--- src/include/alpha_macros.svh ---
//**************************************************************************
// Alpha subset encodings: major opcodes, operate function codes, PAL codes
// Field widths, zero register, FU select width and reset PC
//**************************************************************************

`ifndef ALPHA_MACROS_SVH
`define ALPHA_MACROS_SVH

// field widths
`define OPCODE_W    6               // major opcode
`define REG_IDX_W   5               // register index
`define FUNC_W      7               // operate function code
`define MEM_DISP_W  16              // memory displacement
`define BR_DISP_W   21              // branch displacement
`define PC_W        64
`define FU_SEL_W    3               // functional-unit select

`define ZERO_REG    5'd31           // always ready, reads as zero
`define RESET_PC    64'h0

// major opcodes
`define PAL_INST    6'h00
`define LDA_INST    6'h08
`define INTA_GRP    6'h10           // integer arithmetic
`define INTL_GRP    6'h11           // integer logical
`define INTS_GRP    6'h12           // integer shift
`define INTM_GRP    6'h13           // integer multiply
`define ITFP_GRP    6'h14
`define FLTV_GRP    6'h15
`define FLTI_GRP    6'h16
`define FLTL_GRP    6'h17
`define MISC_GRP    6'h18
`define JSR_GRP     6'h1a           // JMP, JSR, RET, JSR_CO
`define FTPI_GRP    6'h1c
`define LDQ_INST    6'h29
`define LDQ_L_INST  6'h2b
`define STQ_INST    6'h2d
`define STQ_C_INST  6'h2f
`define BR_INST     6'h30
`define FBEQ_INST   6'h31
`define FBLT_INST   6'h32
`define FBLE_INST   6'h33
`define BSR_INST    6'h34
`define FBNE_INST   6'h35
`define FBGE_INST   6'h36
`define FBGT_INST   6'h37

// operate function codes, per group
`define ADDQ_INST   7'h20           // INTA
`define SUBQ_INST   7'h29
`define CMPEQ_INST  7'h2d
`define CMPULT_INST 7'h1d
`define CMPULE_INST 7'h3d
`define CMPLT_INST  7'h4d
`define CMPLE_INST  7'h6d
`define AND_INST    7'h00           // INTL
`define BIC_INST    7'h08
`define BIS_INST    7'h20
`define ORNOT_INST  7'h28
`define XOR_INST    7'h40
`define EQV_INST    7'h48
`define SRL_INST    7'h34           // INTS
`define SLL_INST    7'h39
`define SRA_INST    7'h3c
`define MULQ_INST   7'h20           // INTM

// PAL functions
`define PAL_HALT    26'h555
`define PAL_WHAMI   26'h3c

`endif

--- src/alpha_pkg.sv ---
//**************************************************************************
// Alpha front end types: instruction formats union, decode mux selects,
// ALU function and functional-unit select
//**************************************************************************

`include "alpha_macros.svh"

package alpha_pkg;

	// one word, three readings
	typedef union packed {
		struct packed {
			logic [`OPCODE_W-1:0]   opcode;
			logic [`REG_IDX_W-1:0]  ra;
			logic [`REG_IDX_W-1:0]  rb;     // literal high bits when lit set
			logic [2:0]             sbz;    // literal low bits when lit set
			logic                   lit;    // operand b is the literal
			logic [`FUNC_W-1:0]     func;
			logic [`REG_IDX_W-1:0]  rc;
		} op_fmt;
		struct packed {
			logic [`OPCODE_W-1:0]   opcode;
			logic [`REG_IDX_W-1:0]  ra;
			logic [`REG_IDX_W-1:0]  rb;     // base register
			logic [`MEM_DISP_W-1:0] disp;
		} mem_fmt;
		struct packed {
			logic [`OPCODE_W-1:0]   opcode;
			logic [`REG_IDX_W-1:0]  ra;
			logic [`BR_DISP_W-1:0]  disp;   // word offset from npc
		} br_fmt;
	} inst_word_u;

	typedef enum logic [1:0] {
		OPA_IS_REGA, OPA_IS_MEM_DISP, OPA_IS_NPC, OPA_IS_NOT3
	} opa_sel_e;

	typedef enum logic [1:0] {
		OPB_IS_REGB, OPB_IS_ALU_IMM, OPB_IS_BR_DISP
	} opb_sel_e;

	typedef enum logic [1:0] {
		DEST_IS_REGC, DEST_IS_REGA, DEST_NONE
	} dest_sel_e;

	typedef enum logic [4:0] {
		ALU_ADDQ, ALU_SUBQ, ALU_AND, ALU_BIC, ALU_BIS, ALU_ORNOT,
		ALU_XOR, ALU_EQV, ALU_SRL, ALU_SLL, ALU_SRA, ALU_MULQ,
		ALU_CMPEQ, ALU_CMPLT, ALU_CMPLE, ALU_CMPULT, ALU_CMPULE
	} alu_func_e;

	typedef enum logic [`FU_SEL_W-1:0] {
		FU_NONE, FU_ALU, FU_MULT, FU_LOAD, FU_STORE,
		FU_COND_BRANCH, FU_UNCOND_BRANCH
	} fu_sel_e;

endpackage

--- src/alpha_frontend.sv ---
//**************************************************************************
// Front end top, fetch and decode stages wired to memory and back end
//**************************************************************************

`timescale 1ns/1ps
`include "alpha_macros.svh"

module alpha_frontend (
	input  logic                   clock,
	input  logic                   reset_i,
	input  logic                   stall_i,             // from back end
	input  alpha_pkg::inst_word_u  imem_data_i,         // same-cycle memory reply
	input  logic                   imem_valid_i,
	output logic [`PC_W-1:0]       imem_addr_o,
	output logic [`REG_IDX_W-1:0]  id_ra_idx_o,
	output logic [`REG_IDX_W-1:0]  id_rb_idx_o,
	output logic [`REG_IDX_W-1:0]  id_dest_idx_o,
	output alpha_pkg::fu_sel_e     id_fu_sel_o,
	output alpha_pkg::inst_word_u  id_ir_o,
	output logic                   id_rd_mem_o,
	output logic                   id_wr_mem_o,
	output logic                   id_ldl_mem_o,
	output logic                   id_stc_mem_o,
	output logic                   id_cond_branch_o,
	output logic                   id_uncond_branch_o,
	output logic                   id_halt_o,
	output logic                   id_cpuid_o,
	output logic                   id_illegal_o,
	output logic                   id_valid_inst_o
);

	alpha_pkg::inst_word_u  if_id_ir;            // IF/ID register
	logic                   if_id_valid_inst;

	if_stage i_if_stage (
		.clock              (clock),
		.reset_i            (reset_i),
		.stall_i            (stall_i),
		.halt_i             (id_halt_o),         // halt feeds back to fetch
		.imem_data_i        (imem_data_i),
		.imem_valid_i       (imem_valid_i),
		.imem_addr_o        (imem_addr_o),
		.if_id_ir_o         (if_id_ir),
		.if_id_valid_inst_o (if_id_valid_inst)
	);

	id_stage i_id_stage (
		.if_id_ir_i         (if_id_ir),
		.if_id_valid_inst_i (if_id_valid_inst),
		.id_ra_idx_o        (id_ra_idx_o),
		.id_rb_idx_o        (id_rb_idx_o),
		.id_dest_idx_o      (id_dest_idx_o),
		.id_fu_sel_o        (id_fu_sel_o),
		.id_ir_o            (id_ir_o),
		.id_rd_mem_o        (id_rd_mem_o),
		.id_wr_mem_o        (id_wr_mem_o),
		.id_ldl_mem_o       (id_ldl_mem_o),
		.id_stc_mem_o       (id_stc_mem_o),
		.id_cond_branch_o   (id_cond_branch_o),
		.id_uncond_branch_o (id_uncond_branch_o),
		.id_halt_o          (id_halt_o),
		.id_cpuid_o         (id_cpuid_o),
		.id_illegal_o       (id_illegal_o),
		.id_valid_inst_o    (id_valid_inst_o)
	);

endmodule

--- src/decoder.sv ---
//**************************************************************************
// Combinational Alpha subset decoder
// Opcode and function code to mux selects, ALU op, FU select and flags
//**************************************************************************

`timescale 1ns/1ps
`include "alpha_macros.svh"

module decoder (
	input  alpha_pkg::inst_word_u  inst_i,          // word from IF/ID
	input  logic                   valid_inst_i,    // low gives noop outputs
	output alpha_pkg::opa_sel_e    opa_select_o,
	output alpha_pkg::opb_sel_e    opb_select_o,
	output alpha_pkg::dest_sel_e   dest_reg_o,
	output alpha_pkg::alu_func_e   alu_func_o,
	output alpha_pkg::fu_sel_e     fu_sel_o,
	output logic                   rd_mem_o,
	output logic                   wr_mem_o,
	output logic                   ldl_mem_o,       // load locked
	output logic                   stc_mem_o,       // store conditional
	output logic                   cond_branch_o,
	output logic                   uncond_branch_o,
	output logic                   halt_o,
	output logic                   cpuid_o,         // WHAMI
	output logic                   illegal_o,
	output logic                   valid_inst_o     // valid and not illegal
);

	logic [`OPCODE_W-1:0]             opcode;      // major opcode
	logic [`REG_IDX_W+`BR_DISP_W-1:0] pal_func;    // low 26 bits of a PAL word

	assign opcode   = inst_i.op_fmt.opcode;
	assign pal_func = {inst_i.br_fmt.ra, inst_i.br_fmt.disp};

	always_comb
	begin
		// noop defaults, no register read, no writeback
		opa_select_o    = alpha_pkg::OPA_IS_NPC;
		opb_select_o    = alpha_pkg::OPB_IS_BR_DISP;
		dest_reg_o      = alpha_pkg::DEST_NONE;
		alu_func_o      = alpha_pkg::ALU_ADDQ;
		fu_sel_o        = alpha_pkg::FU_NONE;
		rd_mem_o        = 1'b0;
		wr_mem_o        = 1'b0;
		ldl_mem_o       = 1'b0;
		stc_mem_o       = 1'b0;
		cond_branch_o   = 1'b0;
		uncond_branch_o = 1'b0;
		halt_o          = 1'b0;
		cpuid_o         = 1'b0;
		illegal_o       = 1'b0;
		if (valid_inst_i)
		begin
			case (opcode)
				`PAL_INST:
				begin
					if (pal_func == `PAL_HALT)
						halt_o = 1'b1;
					else if (pal_func == `PAL_WHAMI)
					begin
						cpuid_o    = 1'b1;
						dest_reg_o = alpha_pkg::DEST_IS_REGA;   // cpu id lands in ra
					end
					else
						illegal_o = 1'b1;                       // other PAL calls
				end
				`INTA_GRP, `INTL_GRP, `INTS_GRP, `INTM_GRP:
				begin
					opa_select_o = alpha_pkg::OPA_IS_REGA;
					if (inst_i.op_fmt.lit)
						opb_select_o = alpha_pkg::OPB_IS_ALU_IMM;  // 8-bit literal
					else
						opb_select_o = alpha_pkg::OPB_IS_REGB;
					dest_reg_o = alpha_pkg::DEST_IS_REGC;
					if (opcode == `INTM_GRP)
						fu_sel_o = alpha_pkg::FU_MULT;
					else
						fu_sel_o = alpha_pkg::FU_ALU;
					case ({opcode, inst_i.op_fmt.func})
						{`INTA_GRP, `ADDQ_INST}:   alu_func_o = alpha_pkg::ALU_ADDQ;
						{`INTA_GRP, `SUBQ_INST}:   alu_func_o = alpha_pkg::ALU_SUBQ;
						{`INTA_GRP, `CMPEQ_INST}:  alu_func_o = alpha_pkg::ALU_CMPEQ;
						{`INTA_GRP, `CMPLT_INST}:  alu_func_o = alpha_pkg::ALU_CMPLT;
						{`INTA_GRP, `CMPLE_INST}:  alu_func_o = alpha_pkg::ALU_CMPLE;
						{`INTA_GRP, `CMPULT_INST}: alu_func_o = alpha_pkg::ALU_CMPULT;
						{`INTA_GRP, `CMPULE_INST}: alu_func_o = alpha_pkg::ALU_CMPULE;
						{`INTL_GRP, `AND_INST}:    alu_func_o = alpha_pkg::ALU_AND;
						{`INTL_GRP, `BIC_INST}:    alu_func_o = alpha_pkg::ALU_BIC;
						{`INTL_GRP, `BIS_INST}:    alu_func_o = alpha_pkg::ALU_BIS;
						{`INTL_GRP, `ORNOT_INST}:  alu_func_o = alpha_pkg::ALU_ORNOT;
						{`INTL_GRP, `XOR_INST}:    alu_func_o = alpha_pkg::ALU_XOR;
						{`INTL_GRP, `EQV_INST}:    alu_func_o = alpha_pkg::ALU_EQV;
						{`INTS_GRP, `SRL_INST}:    alu_func_o = alpha_pkg::ALU_SRL;
						{`INTS_GRP, `SLL_INST}:    alu_func_o = alpha_pkg::ALU_SLL;
						{`INTS_GRP, `SRA_INST}:    alu_func_o = alpha_pkg::ALU_SRA;
						{`INTM_GRP, `MULQ_INST}:   alu_func_o = alpha_pkg::ALU_MULQ;
						default:                   illegal_o  = 1'b1;   // unlisted function
					endcase
				end
				`LDA_INST, `LDQ_INST, `LDQ_L_INST, `STQ_INST, `STQ_C_INST:
				begin
					opa_select_o = alpha_pkg::OPA_IS_MEM_DISP;
					opb_select_o = alpha_pkg::OPB_IS_REGB;   // base register
					alu_func_o   = alpha_pkg::ALU_ADDQ;      // effective address
					dest_reg_o   = alpha_pkg::DEST_IS_REGA;
					case (opcode)
						`LDQ_INST:
						begin
							rd_mem_o = 1'b1;
							fu_sel_o = alpha_pkg::FU_LOAD;
						end
						`LDQ_L_INST:
						begin
							rd_mem_o  = 1'b1;
							ldl_mem_o = 1'b1;
							fu_sel_o  = alpha_pkg::FU_LOAD;
						end
						`STQ_INST:
						begin
							wr_mem_o   = 1'b1;
							dest_reg_o = alpha_pkg::DEST_NONE;   // plain store, no writeback
							fu_sel_o   = alpha_pkg::FU_STORE;
						end
						`STQ_C_INST:
						begin
							wr_mem_o  = 1'b1;
							stc_mem_o = 1'b1;                   // ra gets success flag
							fu_sel_o  = alpha_pkg::FU_STORE;
						end
						default: fu_sel_o = alpha_pkg::FU_ALU;  // LDA is just an add
					endcase
				end
				`JSR_GRP:
				begin
					opa_select_o    = alpha_pkg::OPA_IS_NOT3;
					opb_select_o    = alpha_pkg::OPB_IS_REGB;
					alu_func_o      = alpha_pkg::ALU_AND;     // word align target
					dest_reg_o      = alpha_pkg::DEST_IS_REGA;  // return address
					uncond_branch_o = 1'b1;
					fu_sel_o        = alpha_pkg::FU_UNCOND_BRANCH;
				end
				`BR_INST, `BSR_INST:
				begin
					opa_select_o    = alpha_pkg::OPA_IS_NPC;
					opb_select_o    = alpha_pkg::OPB_IS_BR_DISP;
					dest_reg_o      = alpha_pkg::DEST_IS_REGA;
					uncond_branch_o = 1'b1;
					fu_sel_o        = alpha_pkg::FU_UNCOND_BRANCH;
				end
				`ITFP_GRP, `FLTV_GRP, `FLTI_GRP, `FLTL_GRP, `MISC_GRP, `FTPI_GRP,
				`FBEQ_INST, `FBLT_INST, `FBLE_INST, `FBNE_INST, `FBGE_INST, `FBGT_INST:
					illegal_o = 1'b1;                         // FP and MISC not built
				default:
				begin
					if (opcode[5:3] == 3'b111)
					begin
						// 0x38..0x3f, integer conditional branches
						opa_select_o  = alpha_pkg::OPA_IS_NPC;
						opb_select_o  = alpha_pkg::OPB_IS_BR_DISP;
						cond_branch_o = 1'b1;
						fu_sel_o      = alpha_pkg::FU_COND_BRANCH;
					end
					else
						illegal_o = 1'b1;                     // reserved opcodes
				end
			endcase
		end
		valid_inst_o = valid_inst_i & ~illegal_o;

		// no opcode both loads and stores
		assert (!(rd_mem_o && wr_mem_o))
			else $error("decoder rd_mem and wr_mem both set, opcode %h", opcode);
		// illegal only for a real word, and that word never counts as valid
		assert (!illegal_o || (valid_inst_i && !valid_inst_o))
			else $error("decoder illegal on noop or with valid, opcode %h", opcode);
	end

endmodule

--- src/id_stage.sv ---
//**************************************************************************
// Decode stage, decoder plus register index muxes
//**************************************************************************

`timescale 1ns/1ps
`include "alpha_macros.svh"

module id_stage (
	input  alpha_pkg::inst_word_u  if_id_ir_i,           // IF/ID instruction
	input  logic                   if_id_valid_inst_i,
	output logic [`REG_IDX_W-1:0]  id_ra_idx_o,          // operand a register
	output logic [`REG_IDX_W-1:0]  id_rb_idx_o,          // operand b register
	output logic [`REG_IDX_W-1:0]  id_dest_idx_o,        // zero reg if no writeback
	output alpha_pkg::fu_sel_e     id_fu_sel_o,
	output alpha_pkg::inst_word_u  id_ir_o,
	output logic                   id_rd_mem_o,
	output logic                   id_wr_mem_o,
	output logic                   id_ldl_mem_o,
	output logic                   id_stc_mem_o,
	output logic                   id_cond_branch_o,
	output logic                   id_uncond_branch_o,
	output logic                   id_halt_o,            // back to fetch
	output logic                   id_cpuid_o,
	output logic                   id_illegal_o,
	output logic                   id_valid_inst_o
);

	alpha_pkg::opa_sel_e   opa_select;
	alpha_pkg::opb_sel_e   opb_select;
	alpha_pkg::dest_sel_e  dest_select;

	assign id_ir_o = if_id_ir_i;   // word goes on unchanged

	decoder i_decoder (
		.inst_i          (if_id_ir_i),
		.valid_inst_i    (if_id_valid_inst_i),
		.opa_select_o    (opa_select),
		.opb_select_o    (opb_select),
		.dest_reg_o      (dest_select),
		.alu_func_o      (),                  // no execute stage here yet
		.fu_sel_o        (id_fu_sel_o),
		.rd_mem_o        (id_rd_mem_o),
		.wr_mem_o        (id_wr_mem_o),
		.ldl_mem_o       (id_ldl_mem_o),
		.stc_mem_o       (id_stc_mem_o),
		.cond_branch_o   (id_cond_branch_o),
		.uncond_branch_o (id_uncond_branch_o),
		.halt_o          (id_halt_o),
		.cpuid_o         (id_cpuid_o),
		.illegal_o       (id_illegal_o),
		.valid_inst_o    (id_valid_inst_o)
	);

	// operands not read from a register point at r31, always ready
	assign id_ra_idx_o = (opa_select == alpha_pkg::OPA_IS_REGA) ?
		if_id_ir_i.op_fmt.ra : `ZERO_REG;
	assign id_rb_idx_o = (opb_select == alpha_pkg::OPB_IS_REGB) ?
		if_id_ir_i.op_fmt.rb : `ZERO_REG;

	always_comb
	begin
		case (dest_select)
			alpha_pkg::DEST_IS_REGC: id_dest_idx_o = if_id_ir_i.op_fmt.rc;   // operate
			alpha_pkg::DEST_IS_REGA: id_dest_idx_o = if_id_ir_i.op_fmt.ra;   // loads, links
			default:                 id_dest_idx_o = `ZERO_REG;
		endcase
	end

endmodule

--- src/if_stage.sv ---
//**************************************************************************
// Fetch stage, PC, halt latch and IF/ID pipeline register
//**************************************************************************

`timescale 1ns/1ps
`include "alpha_macros.svh"

module if_stage (
	input  logic                   clock,
	input  logic                   reset_i,
	input  logic                   stall_i,             // back end freeze level
	input  logic                   halt_i,              // halt seen at decode
	input  alpha_pkg::inst_word_u  imem_data_i,
	input  logic                   imem_valid_i,
	output logic [`PC_W-1:0]       imem_addr_o,
	output alpha_pkg::inst_word_u  if_id_ir_o,
	output logic                   if_id_valid_inst_o
);

	logic [`PC_W-1:0] pc_r;
	logic             halted_r;   // sticky until reset
	logic             freeze;     // stall or halted
	logic             fetch_en;   // take the returned word this edge

	assign freeze      = stall_i | halted_r;
	assign fetch_en    = ~freeze & ~halt_i;
	assign imem_addr_o = pc_r;

	//**********************************************************************
	// control state
	//**********************************************************************
	always_ff @(posedge clock)
	begin
		if (reset_i)
		begin
			pc_r               <= `RESET_PC;
			halted_r           <= 1'b0;
			if_id_valid_inst_o <= 1'b0;
		end
		else if (halt_i | halted_r)
		begin
			halted_r           <= 1'b1;
			if_id_valid_inst_o <= 1'b0;           // decode shows a noop, pc parks
		end
		else if (fetch_en)
		begin
			pc_r               <= pc_r + 'd4;     // sequential only
			if_id_valid_inst_o <= imem_valid_i;
		end
	end

	// instruction payload
	always_ff @(posedge clock)
	begin
		if (fetch_en)
			if_id_ir_o <= imem_data_i;
	end

	//**********************************************************************
	// checks
	//**********************************************************************
	assert property (@(posedge clock) disable iff (reset_i) stall_i |=> $stable(pc_r))
		else $error("if_stage pc moved during stall");

endmodule

--- config.mk ---
export PLATFORM = sky130hd
export DESIGN_NAME = alpha_frontend
export DESIGN_NICKNAME = d
export VERILOG_FILES = /design/src/alpha_pkg.sv /design/src/alpha_frontend.sv /design/src/decoder.sv /design/src/id_stage.sv /design/src/if_stage.sv
export VERILOG_INCLUDE_DIRS = /design/src /design/src/include
export SDC_FILE = /design/constraint.sdc
export NUM_CORES = 1
export LEC_CHECK = 0
export ABC_AREA = 0
export BUFFER_PORTS_ARGS = -buffer_cell sky130_fd_sc_hd__clkbuf_2
export CAP_MARGIN = 5
export CORE_UTILIZATION = 39
export CTS_CLUSTER_SIZE = 30
export DETAILED_ROUTE_END_ITERATION = 16
export PLACE_DENSITY = 0.72
export SLEW_MARGIN = 30
export SYNTH_ARGS = -nofsm -noshare
export SYNTH_HDL_FRONTEND = slang
export SYNTH_SLANG_ARGS = --single-unit
--- constraint.sdc ---
create_clock -name clock -period 3.4 [get_ports clock]
set_input_delay 0.17 -clock clock [delete_from_list [all_inputs] [get_ports clock]]
set_output_delay 0.17 -clock clock [all_outputs]
set_load 0.1 [all_outputs]
; Word level (Yosys, flattened, before mapping)
; Cells that the tools add are included.
; W data, S select, Z words.
[op_classes]
add_sub_neg = 1
n_reduce_logical = 17
n_eq_ne = 45
order_cmp = 0
bitwise_logic = 8
mux = 48
div = 0
shift = 0
n_mul = 0
[ops]
columns = cell, n
row1 = $eq A13 B12 Y1 const B, 17
row2 = $eq A6 B6 Y1 const B, 12
row3 = $eq A6 B5 Y1 const B, 11
row4 = $add A64 B3 Y64 const B, 1
row5 = $mux W1, 30
row6 = $eq A26 B11 Y1 const B, 1
row7 = $eq A26 B6 Y1 const B, 1
row8 = $reduce_or A25 Y1, 1
row9 = $reduce_or A17 Y1, 1
row10 = $mux W2, 7
row11 = $reduce_or A13 Y1, 1
row12 = $pmux W3 S4, 1
row13 = $reduce_or A12 Y1, 1
row14 = $mux W5, 2
row15 = $pmux W5 S2, 1
row16 = $pmux W2 S4, 1
row17 = $reduce_or A8 Y1, 1
row18 = $eq A6 B4 Y1 const B, 1
row19 = $logic_not A2 Y1, 3
row20 = $logic_not A6 Y1, 1
row21 = $mux W3, 2
row22 = $pmux W2 S3, 1
row23 = $pmux W3 S2, 1
row24 = $reduce_or A2 Y1, 3
row25 = other kinds (12), 17
[totals]
ram_bits = 0
register_bits = 98
n_memories = 0
latchBits = 0
input_bits = 36
out_inout_bits = 124
romBits = 0
wordCells = 123

; Logic depth before layout (Yosys ltp)
; Gate-level depths: netlist of the first run.
[depth]
depth_word = 7
ltp_mapped = 8
depth_no_buf = 6

; By module
; A second synthesis of the first run with hierarchy kept.
[unflattened]
cells_unflattened = 607
area_unflattened_um2 = 5395.2
[by_module_without_submodules]
columns = mod, area_each_um2, seq_area_each_um2, instances, cells_each
row1 = if_stage, 4012.6, 2242.2, 1, 390
row2 = decoder, 980.9, 0.0, 1, 164
row3 = id_stage, 401.6, 0.0, 1, 53

; Worst setup path after synthesis of the first run
; OpenSTA, ideal clock, no wires.
[synth_path]
path_kind = register to output
start = register i_if_stage.if_id_ir_o[3] in the netlist's numbering
end = output id_cpuid_o
arrival_ns = 4.910
required_time_ns = 3.230
path_buffers = 0
path_stages_with_launch = 5
setup_slack_ns = -1.680
path_cell_list = edfxtp_1 > or3b_2 > nor4_1 > or3b_2 > nor4_1
[synth_via]
elab_chain_cells = 5
word_cells_on_any_way = 6
cone_classes = eq/ne (2) / mux (4)
[synth_lines]
columns = item, line_no
row1 = start: declaration, if_stage.sv:16  ; output alpha_pkg::inst_word_u if_id_ir_o,
row2 = start signal: assignment, if_stage.sv:56  ; if_id_ir_o <= imem_data_i;
row3 = $eq A26 B6 Y1 (no line), n/a
row4 = $mux W1, decoder.sv:59  ; else if (pal_func == `PAL_WHAMI)
row5 = $mux W1 *, decoder.sv:57  ; if (pal_func == `PAL_HALT)
row6 = $mux W1 *, decoder.sv:54  ; case (opcode)
row7 = $mux W1 *, decoder.sv:52  ; if (valid_inst_i)
row8 = end: declaration, alpha_frontend.sv:27  ; output logic id_cpuid_o,
; Every way passes the cells marked *; elsewhere a longest branch is shown, timed or not.

; Final worst setup path of the first run
[layout_path]
start = register i_if_stage.if_id_ir_o[11] in the netlist's numbering
end = output id_valid_inst_o
[layout_via]
elab_chain_cells = 7
word_cells_on_any_way = 27
cone_classes = eq/ne (19) / mux (5) / bitwise (2) / reduce/logical (1)
[layout_lines]
columns = item, line_no
row1 = $eq A13 B12 Y1 (tied with other cells), n/a
row2 = $reduce_or A17 Y1 (no line) or $mux W1 (tied branches), n/a
row3 = "$mux W1, on equally long branches", "decoder.sv:79, decoder.sv:57"
row4 = $pmux W1 S4 *, decoder.sv:54
row5 = $mux W1 *, decoder.sv:52
row6 = $not A1 Y1 *, decoder.sv:168  ; valid_inst_o = valid_inst_i & ~illegal_o;
row7 = $and A1 B1 Y1 *, decoder.sv:168
row8 = end: declaration, alpha_frontend.sv:29  ; output logic id_valid_inst_o
; Marks and branches as above.

==> impl_results.md, run 1 <==
* Post-Layout Cell Count at 951
* Antenna violations before repair at 0
* Die height at ~120 um
* Worst-path fanout max at 7
* Final period utilization at 95.7%
* Power Density at 395 mW/mm2
* Max H-tree Level at 3
* GR Overflow Total at 0
* FILL cells at 1279
* Pin count of the biggest net entering global routing at 86
* Number of port buffers at 157
* Placed Cells at between 900 and 1k
* Setup_tns at 0 ns
* Fin Hold WS at 0.0116 ns
* Tot GR Track Use at between 20% and 30%
* Ys flop type: dfxtp_1
* Fin area at 0.00698 mm2
* Max Clock Skew at 0.0101 ns
* Final hold vios at 0
* Total vias in the final route at 5442
* Area grow syn2layout at 29.3%
* Syn avg cell area at 8.95 um2
* Share of flip-flops with an asynchronous set or reset at 0%
* DR WL/cell at 15.7 um
* Synth Cell Area at 0.00539 mm2
* Num ports at 160
* Final net count at 807
* Critical path's slowest cell: or3b_2
* Post-route ant nets at 0
* Post CTS Setup Buffer Count at 0
* Leakage at 0.00266 uW
* Initial DRC Count at 590
* Routed vias/inst at between 5 and 6
* Max-Slew Margin vs Limit at between 50% and 60%
* Type of the tightest min-delay check: in2reg
* Drt total wl at 15.0 mm
* Critical path capture point type: output pin
* Clock sinks at 96
* Synth cell types at 60
* Vias in the first global route at approximately 4.7k
* Num CTS Buffers at 9
* Post-DP Area at 0.00642 mm2
* Worst skew pair latency at 0.35 ns
* Detailed Place HPWL at 10.4 mm
* Final setup fails at 0
* DR DRC count at 0
* Max frequency at just over 0.3 GHz
* Tightest Pin Transition at around 0.65 ns
* Sequential area share after synthesis at roughly 42%
* Final core utilization at between 50% and 60%
* Mapped Cells at 603
* Yosys reg bits at 96
* Startpoint types: flip-flop
* Core ar. at 0.0133 mm2
* Detailed Routing Iterations Pass 1 at 5
* Die area at 0.0143 mm2
* Layout cell share with drive strength beyond 1 at 29.9%
* Critical path class: reg2out
* GPL Wtd Cong at 0.887
* Status: finished, final reports clean
* Critical path cell sequence: nor4b_1 > nand4_1 > or3b_2 > a32oi_1 > o211a_1 > buf_2
* CTS clk-pin slew, worst paths at about 0.07 ns
* Minimum clock period at 3.25 ns
* RSZ-0062 raised after global routing: false
* EDFF count, synth at 32
* CTS tree: built
* Starting Density at 40.4%
* First-pass GRT wire length at 24.2 mm
* Worst EP required at 3.23 ns
* CP max stage delay at 0.58 ns
* CTS max path bufs at 2
* Peak supply drop at between 0.3 and 0.4 mV
* Slew Limit Fails at 0
* Synth warnings at 0
* Cell row count at 42
* CP Data Arrival Time at 3.08 ns
* Max-capacitance violation count at 0
* DIE WIDTH at approximately 120 um
* N_diodes at 0
* Clk root buf: clkbuf_16
## Yosys cell counts (3+ instances only)
cell      number  area (um2)
a21oi_1       47         235
a31oi_1        7        43.8
and2_1         4        25.0
and3_1        10        62.6
and4_1         3        26.3
buf_2          3        15.0
buf_4         10        75.1
clkbuf_1      25        93.8
dfxtp_1       64        1280
edfxtp_1      32         961
inv_1         13        48.8
mux2_1         5        56.3
mux2_2        16         180
nand2_1       35         131
nand2b_1       8        50.1
nand3_1       33         165
nand4_1       29         181
nand4b_1       3        26.3
nor2_1        48         180
nor2b_1       23         144
nor3_1        14        70.1
nor3b_1        5        37.5
nor4_1        25         156
nor4_4         4        85.1
o211ai_1       3        22.5
o21ai_0       11        55.1
o31ai_1       35         263
or3_1          9        56.3
or3b_2         4        35.0
or4_1         35         263
## worst paths after layout
path                                            startpoint                          to  slack [ns]  depth (start not counted)
worst min register to register  i_if_stage.imem_addr_o[63]  i_if_stage.imem_addr_o[63]        0.48                          2
worst max-delay path             i_if_stage.if_id_ir_o[11]             id_valid_inst_o        0.15                          6
worst max register to register   i_if_stage.if_id_ir_o[31]  i_if_stage.imem_addr_o[34]        0.73                          6
worst min-delay path                       imem_data_i[16]   i_if_stage.if_id_ir_o[16]        0.01                          1
## layout by cell type, fill, tap and decap left out, types with 4 or more instances in the layout
cell | synthesis | final
buf_4 | 10 | 14
mux2_2 | 16 | 16
nand2_1 | 35 | 35
nand2b_1 | 8 | 8
nor2b_1 | 23 | 23
clkbuf_2 | 1 | 156
nor2_1 | 48 | 47
nor4_1 | 25 | 23
and3_1 | 10 | 10
a31oi_1 | 7 | 7
dlygate4sd3_1 | 0 | 23
inv_1 | 13 | 13
dfxtp_1 | 64 | 64
nor4_2 | 2 | 4
o31ai_1 | 35 | 35
nand4_1 | 29 | 29
o21ai_0 | 11 | 11
mux2_1 | 5 | 5
a21oi_1 | 47 | 47
and2_1 | 4 | 4
nand3_1 | 33 | 33
or3b_2 | 4 | 4
nor3_1 | 14 | 13
edfxtp_1 | 32 | 32
or3_1 | 9 | 8
clkbuf_16 | 0 | 9
or4_1 | 35 | 35
nor4_4 | 4 | 4
nor3b_1 | 5 | 5
## what timing repair did
action / CTS / global route
endpoints found under the hold margin: 22 / 1
resized for setup: 0 / 1
setup endpoints to repair: 0 / 1
hold buffers: 22 / 1
## registers in the layout, summed over array words and instances (netlist names)
| name | flops |
|---|---|
| i_if_stage.halted_r | 1 |
| i_if_stage.imem_addr_o | 62 |
| i_if_stage.if_id_valid_inst_o | 1 |
| i_if_stage.if_id_ir_o | 32 |
## metal layers
metal	vias to the layer above	GRT usage [%]	routed length, um
met2	210	33.0	7080
li1	2675	-	-
met3	22	4.56	905
met1	2535	28.0	6760
met4	0	6.95	227
met5	-	0	0
## cell type report
cell class,count,area [um2],area share (%)
multi-input cells,454,2970,42.6
flip-flops and latches,96,2240,32.1
repair buffers,196,1160,16.6
clock buffers,11,243,3.48
well taps,176,220,3.16
clock inverters,5,86.3,1.24
inverters,13,48.8,0.700
## critical path: cells and delay by family, from the launching register on
kind            cells  cell delay [ns]
buf+inv             1             0.43
simple gates        3             1.20
compound gates      2             0.62
flops               1             0.49
## per-stage QoR
step / total power (uW) / setup WS [ns]
floorplan: 1550 / -0.563
detailed placement: 1640 / 0.526
global placement: 1630 / 0.544
finish: 2760 / 0.147
CTS: 2780 / 0.130
global route: 2850 / 0.0191
## cell families after synthesis
kind of cell	synth area share (%)
xor+xnor	0.162
fa+ha+maj	0.232
mux	4.57
other cells	0.0695
compound gates	13.8
buf+inv	4.55
simple gates	35.0
flops	41.6
## where the power goes
group          internal, uW  switching, uW  leakage [uW]
Sequential             1210           37.7      0.000829
Combinational          83.3            300       0.00167
Clock                   672            452      0.000161
Total                  1970            790       0.00266
No activity file was read; power rests on OpenSTA's default activity.
==> run 2: changes to the inputs <==
- BUFFER_PORTS_ARGS: -buffer_cell sky130_fd_sc_hd__clkbuf_2 -> -buffer_cell sky130_fd_sc_hd__buf_2
==> impl_results.md, run 2 (synthesis gave the netlist of run 1 again) <==
* Minimum clock period at 3.26 ns (+0.00291 ns)
* Leakage at 0.00271 uW (+1.7%)
* Max-capacitance violation count at 0 (unchanged)
* Final core utilization at 52.5% (+0.29 points)
* Clock sinks at 96 (unchanged)
* Total power draw at 2650 uW (-4.0%)
* Commonest cells after routing, fill and taps aside: 155 x buf_2, 64 x dfxtp_1, 47 x nor2_1, 47 x a21oi_1
* Cell row count at 42 (unchanged)
* Fin Hold WS at 0.131 ns (+0.120 ns)
* Initial DRC Count at 583 (-1.2%)
* Final net count at 815 (+0.99%)
* Core ar. at 0.0133 mm2 (unchanged)
* Power Density at 377 mW/mm2 (-4.6%)
* Post-route ant nets at 0 (unchanged)
* Antenna violations before repair at 1 (+1)
* Max H-tree Level at 3 (unchanged)
* Final period utilization at 95.8% (about the same)
* Combinational share of power at 14.8% (+0.9 points)
* GPL Wtd Cong at 0.877 (-1.2%)
* Max-Slew Margin vs Limit at 56.3% (about the same)
* Total vias in the final route at 5554 (+2.1%)
* WP buf/inv at 1 (unchanged)
* Critical path class: reg2out
* CTS clk-pin slew, worst paths at 0.07 ns (about the same)
* Routed vias/inst at 5.79 (+1.2%)
* Clk pwr share at 37.9% (-2.9 points)
* Vias in the first global route at 4730 (-0.40%)
* Type of the tightest min-delay check: in2reg
* Num ports at 160 (unchanged)
* Seq pwr share at 47.3% (+2.0 points)
* Layout cell share with drive strength beyond 1 at 29.5% (-0.43 points)
* Number of port buffers at 157 (unchanged)
* Worst skew pair latency at 0.35 ns (about the same)
* Startpoint types: flip-flop
* Die area at 0.0143 mm2 (unchanged)
* CP delay by family, top: simple AND/OR/NAND/NOR gates
* Tightest Pin Transition at 0.655 ns (+0.00473 ns)
* Net Switching at 798 uW (+1.1%)
* CP Data Arrival Time at 3.09 ns (about the same)
* Peak supply drop at 0.248 mV (-21%)
* Starting Density at 40.4% (unchanged)
* DR DRC count at 0 (unchanged)
* Slew Limit Fails at 0 (unchanged)
* Critical path capture point type: output pin
* Critical path cell sequence: nor4b_1 > nand4_1 > or3b_2 > a32oi_1 > o211a_1 > clkbuf_4
* GR Overflow Total at 0 (unchanged)
* Final setup fails at 0 (unchanged)
* N_diodes at 0 (unchanged)
* Final hold vios at 0 (unchanged)
* Worst EP required at 3.23 ns (about the same)
* DIE WIDTH at 120 um (unchanged)
* Status: finished, final reports clean
* CP max stage delay at 0.60 ns (+0.02 ns)
* Critical path's slowest cell: or3b_2
* Area grow syn2layout at 30.0%
* Max frequency at 0.307 GHz (about the same)
* Max FFs per register at 62 (unchanged)
* Clk root buf: clkbuf_16
* RSZ-0062 raised after global routing: false
* Post-Layout Cell Count at 959 (+0.84%)
* CTS tree: built
* Placed Cells at 911 (-0.11%)
* First-pass GRT wire length at 24.0 mm (-0.66%)
* Num CTS Buffers at 9 (unchanged)
* Worst-path fanout max at 7 (unchanged)
* Post CTS Setup Buffer Count at 0 (unchanged)
* Int Pwr at 1850 uW (-6.1%)
* DR WL/cell at 16.1 um (+2.5%)
* CTS max path bufs at 2 (unchanged)
* Drt total wl at 15.5 mm (+3.4%)
* Sw Share at 30.2% (+1.5 points)
* Commonest non-fill, non-tap cell in the layout: buf_2
* Tot GR Track Use at 21.0% (+0.21 points)
* Max Clock Skew at 0.0117 ns (+0.00167 ns)
* Die height at 120 um (unchanged)
* Detailed Place HPWL at 10.3 mm (-0.97%)
* Detailed Routing Iterations Pass 1 at 5 (unchanged)
* Pin count of the biggest net entering global routing at 67 (-22%)
[run 2: cell count changes in the layout (fill, tap and decap cells not counted), moves of 2 or more]
cell           delta
clkbuf_2        -155
buf_2           +154
dlygate4sd3_1     +9
bufinv_16         -2
[run 2: power by group through the flow]
stage	sequential (uW)	combinational (uW)	clock (uW)
2_1_floorplan	1420	133	0
3_3_place_gp	1270	358	0
3_5_place_dp	1280	358	0
4_1_cts	1250	385	1020
5_1_grt	1250	408	1080
6_report	1250	392	1000
[run 2: worst paths after layout]
path	slack (ns)	cells past startpoint	start	end
setup / recovery	0.14	6	i_if_stage.if_id_ir_o[11]	id_valid_inst_o
hold / removal	0.13	3	imem_valid_i	i_if_stage.if_id_valid_inst_o
setup reg to reg	0.79	6	i_if_stage.if_id_ir_o[31]	i_if_stage.imem_addr_o[26]
hold reg to reg	0.49	2	i_if_stage.imem_addr_o[63]	i_if_stage.imem_addr_o[63]
[run 2: final cells by class]
cell class / instances / area [um2]
Fill cell: 1272 / 6330
Multi-Input combinational cell: 454 / 2980
Sequential cell: 96 / 2240
Timing Repair Buffer: 204 / 1240
Clock buffer: 13 / 262
Tap cell: 176 / 220
Inverter: 13 / 48.8
Clock inverter: 3 / 23.8
[run 2: what timing repair did]
item / 4_1_cts / 5_1_grt
gates resized for setup: 0 / 2
setup endpoints to repair: 0 / 5
hold buffers: 30 / 2
hold endpoints to repair: 30 / 2
[run 2: routing by layer]
layer  part of all wire [%]  wire length [um]  track usage [%]
met2                     48              7480             33.7
met5                  0.097                15                0
met3                    6.6              1020             5.66
met1                     43              6720             27.4
met4                    1.5               230             6.64
[run 2: through the flow]
stage / instance area [um2] / TNS, ns / setup WS (ns)
global placement: 6400 / 0 / 0.598
floorplan: 5460 / -3.33 / -0.563
finish: 7010 / 0 / 0.144
CTS: 6980 / 0 / 0.117
detailed placement: 6400 / 0 / 0.524
global route: 7010 / 0 / 0.0149
[run 2: worst reg2reg max path, stage by stage, from the launching register on]
cell and delay, ns:
edfxtp_1 0.58, nor2_1 0.39, nand4_2 0.24, nor4_4 0.44, buf_4 0.40, nor3_1 0.12, mux2_1 0.33
==> run 3: changes to the inputs <==
- ABC_CLOCK_PERIOD_IN_PS: unset -> 3400
- GPL_TIMING_DRIVEN: unset -> 0
==> impl_results.md, run 3 (synthesis gave the netlist of run 1 again) <==
* Detailed Routing Iterations Pass 1 at 5 (unchanged)
* CTS clk-pin slew, worst paths at 0.06 ns (about the same)
* Final net count at 840 (+3.1%)
* Leakage at 0.00273 uW (+0.87%)
* Vias in the first global route at 5272 (+11%)
* Commonest non-fill, non-tap cell in the layout: buf_2
* Combinational share of power at 15.5% (+0.7 points)
* Critical path capture point type: output pin
* Antenna violations before repair at 0 (-1)
* Sw Share at 29.4% (-0.81 points)
* GRT met2 Usage at 39.3% (+5.5 points)
* Worst EP required at 3.23 ns (about the same)
* Minimum clock period at 3.28 ns (+0.0281 ns)
* Final period utilization at 96.6% (+0.83 points)
* CP Data Arrival Time at 3.11 ns (+0.02 ns)
* Post-route ant nets at 0 (unchanged)
* Slew Limit Fails at 0 (unchanged)
* Reg-to-reg slack, setup at 0.66 ns (-0.13 ns)
* CTS max path bufs at 2 (unchanged)
* Commonest cells after routing, fill and taps aside: 158 x buf_2, 64 x dfxtp_1, 47 x nor2_1, 47 x a21oi_1
* DR DRC count at 0 (unchanged)
* Max frequency at 0.304 GHz (-0.85%)
* Hold EP: i_if_stage.if_id_ir_o[29]
* Total vias in the final route at 5737 (+3.3%)
* Detailed Place HPWL at 12.0 mm (+17%)
* Tot GR Track Use at 23.7% (+2.6 points)
* CTS tree: built
* Num ports at 160 (unchanged)
* Final setup fails at 0 (unchanged)
* Critical path's slowest cell: or3b_2
* Critical R2R Capture: i_if_stage.imem_addr_o[42]
* Max-Slew Margin vs Limit at 51.8% (-4.6 points)
* Die area at 0.0143 mm2 (unchanged)
* Hold path cells at 1 (-2)
* Routed vias/inst at 5.84 (+0.88%)
* DIE WIDTH at 120 um (unchanged)
* Setup ws final at 0.116 ns (-0.0281 ns)
* Reg-to-Reg Start: i_if_stage.imem_addr_o[3]
* GR Overflow Total at 0 (unchanged)
* Clk root buf: clkbuf_16
* CP max stage delay at 0.59 ns (about the same)
* Fin area at 0.00709 mm2 (+1.1%)
* Max FFs per register at 62 (unchanged)
* Type of the tightest min-delay check: in2reg
* Post-Layout Cell Count at 982 (+2.4%)
* FILL cells at 1280 (+0.63%)
* Total power draw at 2630 uW (-0.51%)
* Critical path class: reg2out
* Drt total wl at 17.0 mm (+10%)
* Area grow syn2layout at 31.5%
* Core ar. at 0.0133 mm2 (unchanged)
* Cell row count at 42 (unchanged)
* Clock sinks at 96 (unchanged)
* Gr busiest metal: met2
* Met3 GRT Util at 5.32% (-0.33 points)
* Number of port buffers at 156 (-0.64%)
* Net Switching at 773 uW (-3.2%)
* Max Clock Skew at 0.0130 ns (+0.00126 ns)
* Setup_tns at 0 ns (unchanged)
* N_diodes at 0 (unchanged)
* Placed Cells at 937 (+2.9%)
* Worst-path fanout max at 7 (unchanged)
* Startpoint types: flip-flop
* Layout cell share with drive strength beyond 1 at 28.5% (-0.97 points)
* Critical path cell sequence: nor4b_1 > nand4_1 > or3b_2 > a32oi_1 > o211a_1 > clkbuf_4
* Peak supply drop at 0.342 mV (+38%)
* Pre-CTS setup slack at 0.529 ns (+0.00558 ns)
* Power Density at 371 mW/mm2 (-1.6%)
* Status: finished, final reports clean
* Post-DP Area at 0.00649 mm2 (+1.5%)
* Initial DRC Count at 494 (-15%)
* Num CTS Buffers at 9 (unchanged)
* DR WL/cell at 17.4 um (+7.6%)
* Clk pwr share at 37.3% (-0.6 points)
* Tightest Pin Transition at 0.720 ns (+0.0644 ns)
* Final hold vios at 0 (unchanged)
* Worst Reg-to-Reg Cells at 6 (unchanged)
* Die height at 120 um (unchanged)
* Pin count of the biggest net entering global routing at 22 (-67%)
* GR Layer Usage met1 at 30.4% (+3.0 points)
* Starting Density at 40.4% (unchanged)
* Max H-tree Level at 3 (unchanged)
* First-pass GRT wire length at 27.0 mm (+12%)
* Int Pwr at 1860 uW (+0.64%)
* Worst skew pair latency at 0.35 ns (about the same)
* Seq pwr share at 47.2% (about the same)
* GPL Wtd Cong at 0.868 (-1.0%)
* Worst min-delay path startpoint: imem_data_i[29]
* Max-capacitance violation count at 0 (unchanged)
* RSZ-0062 raised after global routing: false
-- run 3: cell count changes in the layout (fill, tap and decap cells not counted), moves of 2 or more --
cell / change
clkbuf_1: +25
buf_4: -4
buf_2: +3
buf_1: +2
dlygate4sd3_1: -2
-- run 3: routing by layer --
| metal | routed length [um] | share of wire (%) |
|---|---|---|
| met5 | 0 | 0 |
| met4 | 312 | 1.8 |
| met3 | 1160 | 6.8 |
| met2 | 8100 | 48 |
| met1 | 7480 | 44 |
-- run 3: per-stage QoR --
stage / utilization, % / hold WS [ns]
final: 53.1 / 0.0136
after global placement: 48.4 / 0.347
after detailed placement: 48.7 / 0.348
after global routing: 53.1 / 0.00191
after floorplan: - / 0.269
after CTS: 52.9 / 0.00187
-- run 3: worst max-delay path by stage --
stage / from / endpoint / slack, ns / cells past startpoint
floorplan: i_if_stage.if_id_ir_o[28] / id_dest_idx_o[0] / -0.56 / 6
global placement: i_if_stage.halted_r / i_if_stage.if_id_ir_o[18] / 0.10 / 5
detailed placement: i_if_stage.if_id_ir_o[12] / id_valid_inst_o / 0.53 / 6
CTS: i_if_stage.if_id_ir_o[11] / id_valid_inst_o / 0.02 / 6
global route: i_if_stage.if_id_ir_o[11] / id_valid_inst_o / 0.009 / 6
finish: i_if_stage.if_id_ir_o[11] / id_valid_inst_o / 0.12 / 6
-- run 3: power by group through the flow --
| stage | Clock, uW | Combinational, uW | Sequential, uW |
|---|---|---|---|
| 2_1_floorplan | 0 | 133 | 1420 |
| 3_3_place_gp | 0 | 371 | 1270 |
| 3_5_place_dp | 0 | 378 | 1270 |
| 4_1_cts | 1010 | 405 | 1240 |
| 5_1_grt | 1050 | 428 | 1250 |
| 6_report | 981 | 409 | 1240 |
-- run 3: cell type report --
class	instances	area, um2	share of cell area, %
inverter	13	48.8	0.688
tap	176	220	3.10
clock inverter	2	13.8	0.194
timing repair buffer	188	1120	15.8
sequential	96	2240	31.6
clock buffer	12	268	3.77
multi-input combinational	454	2990	42.1
buffer	41	196	2.77
-- run 3: repair_timing --
item	4_1_cts	5_1_grt
resized for setup	0	2
hold buffers	29	1
endpoints found under the setup margin	0	6
hold endpoints to repair	29	1
setup buffers	0	1
-- run 3: worst max-delay path, delay by kind of cell (launching register included) --
kind | cells | cell delay [ns]
buffers and inverters | 1 | 0.33
flip-flops | 1 | 0.51
AO/OA/AOI/OAI | 2 | 0.61
AND/OR/NAND/NOR | 3 | 1.31
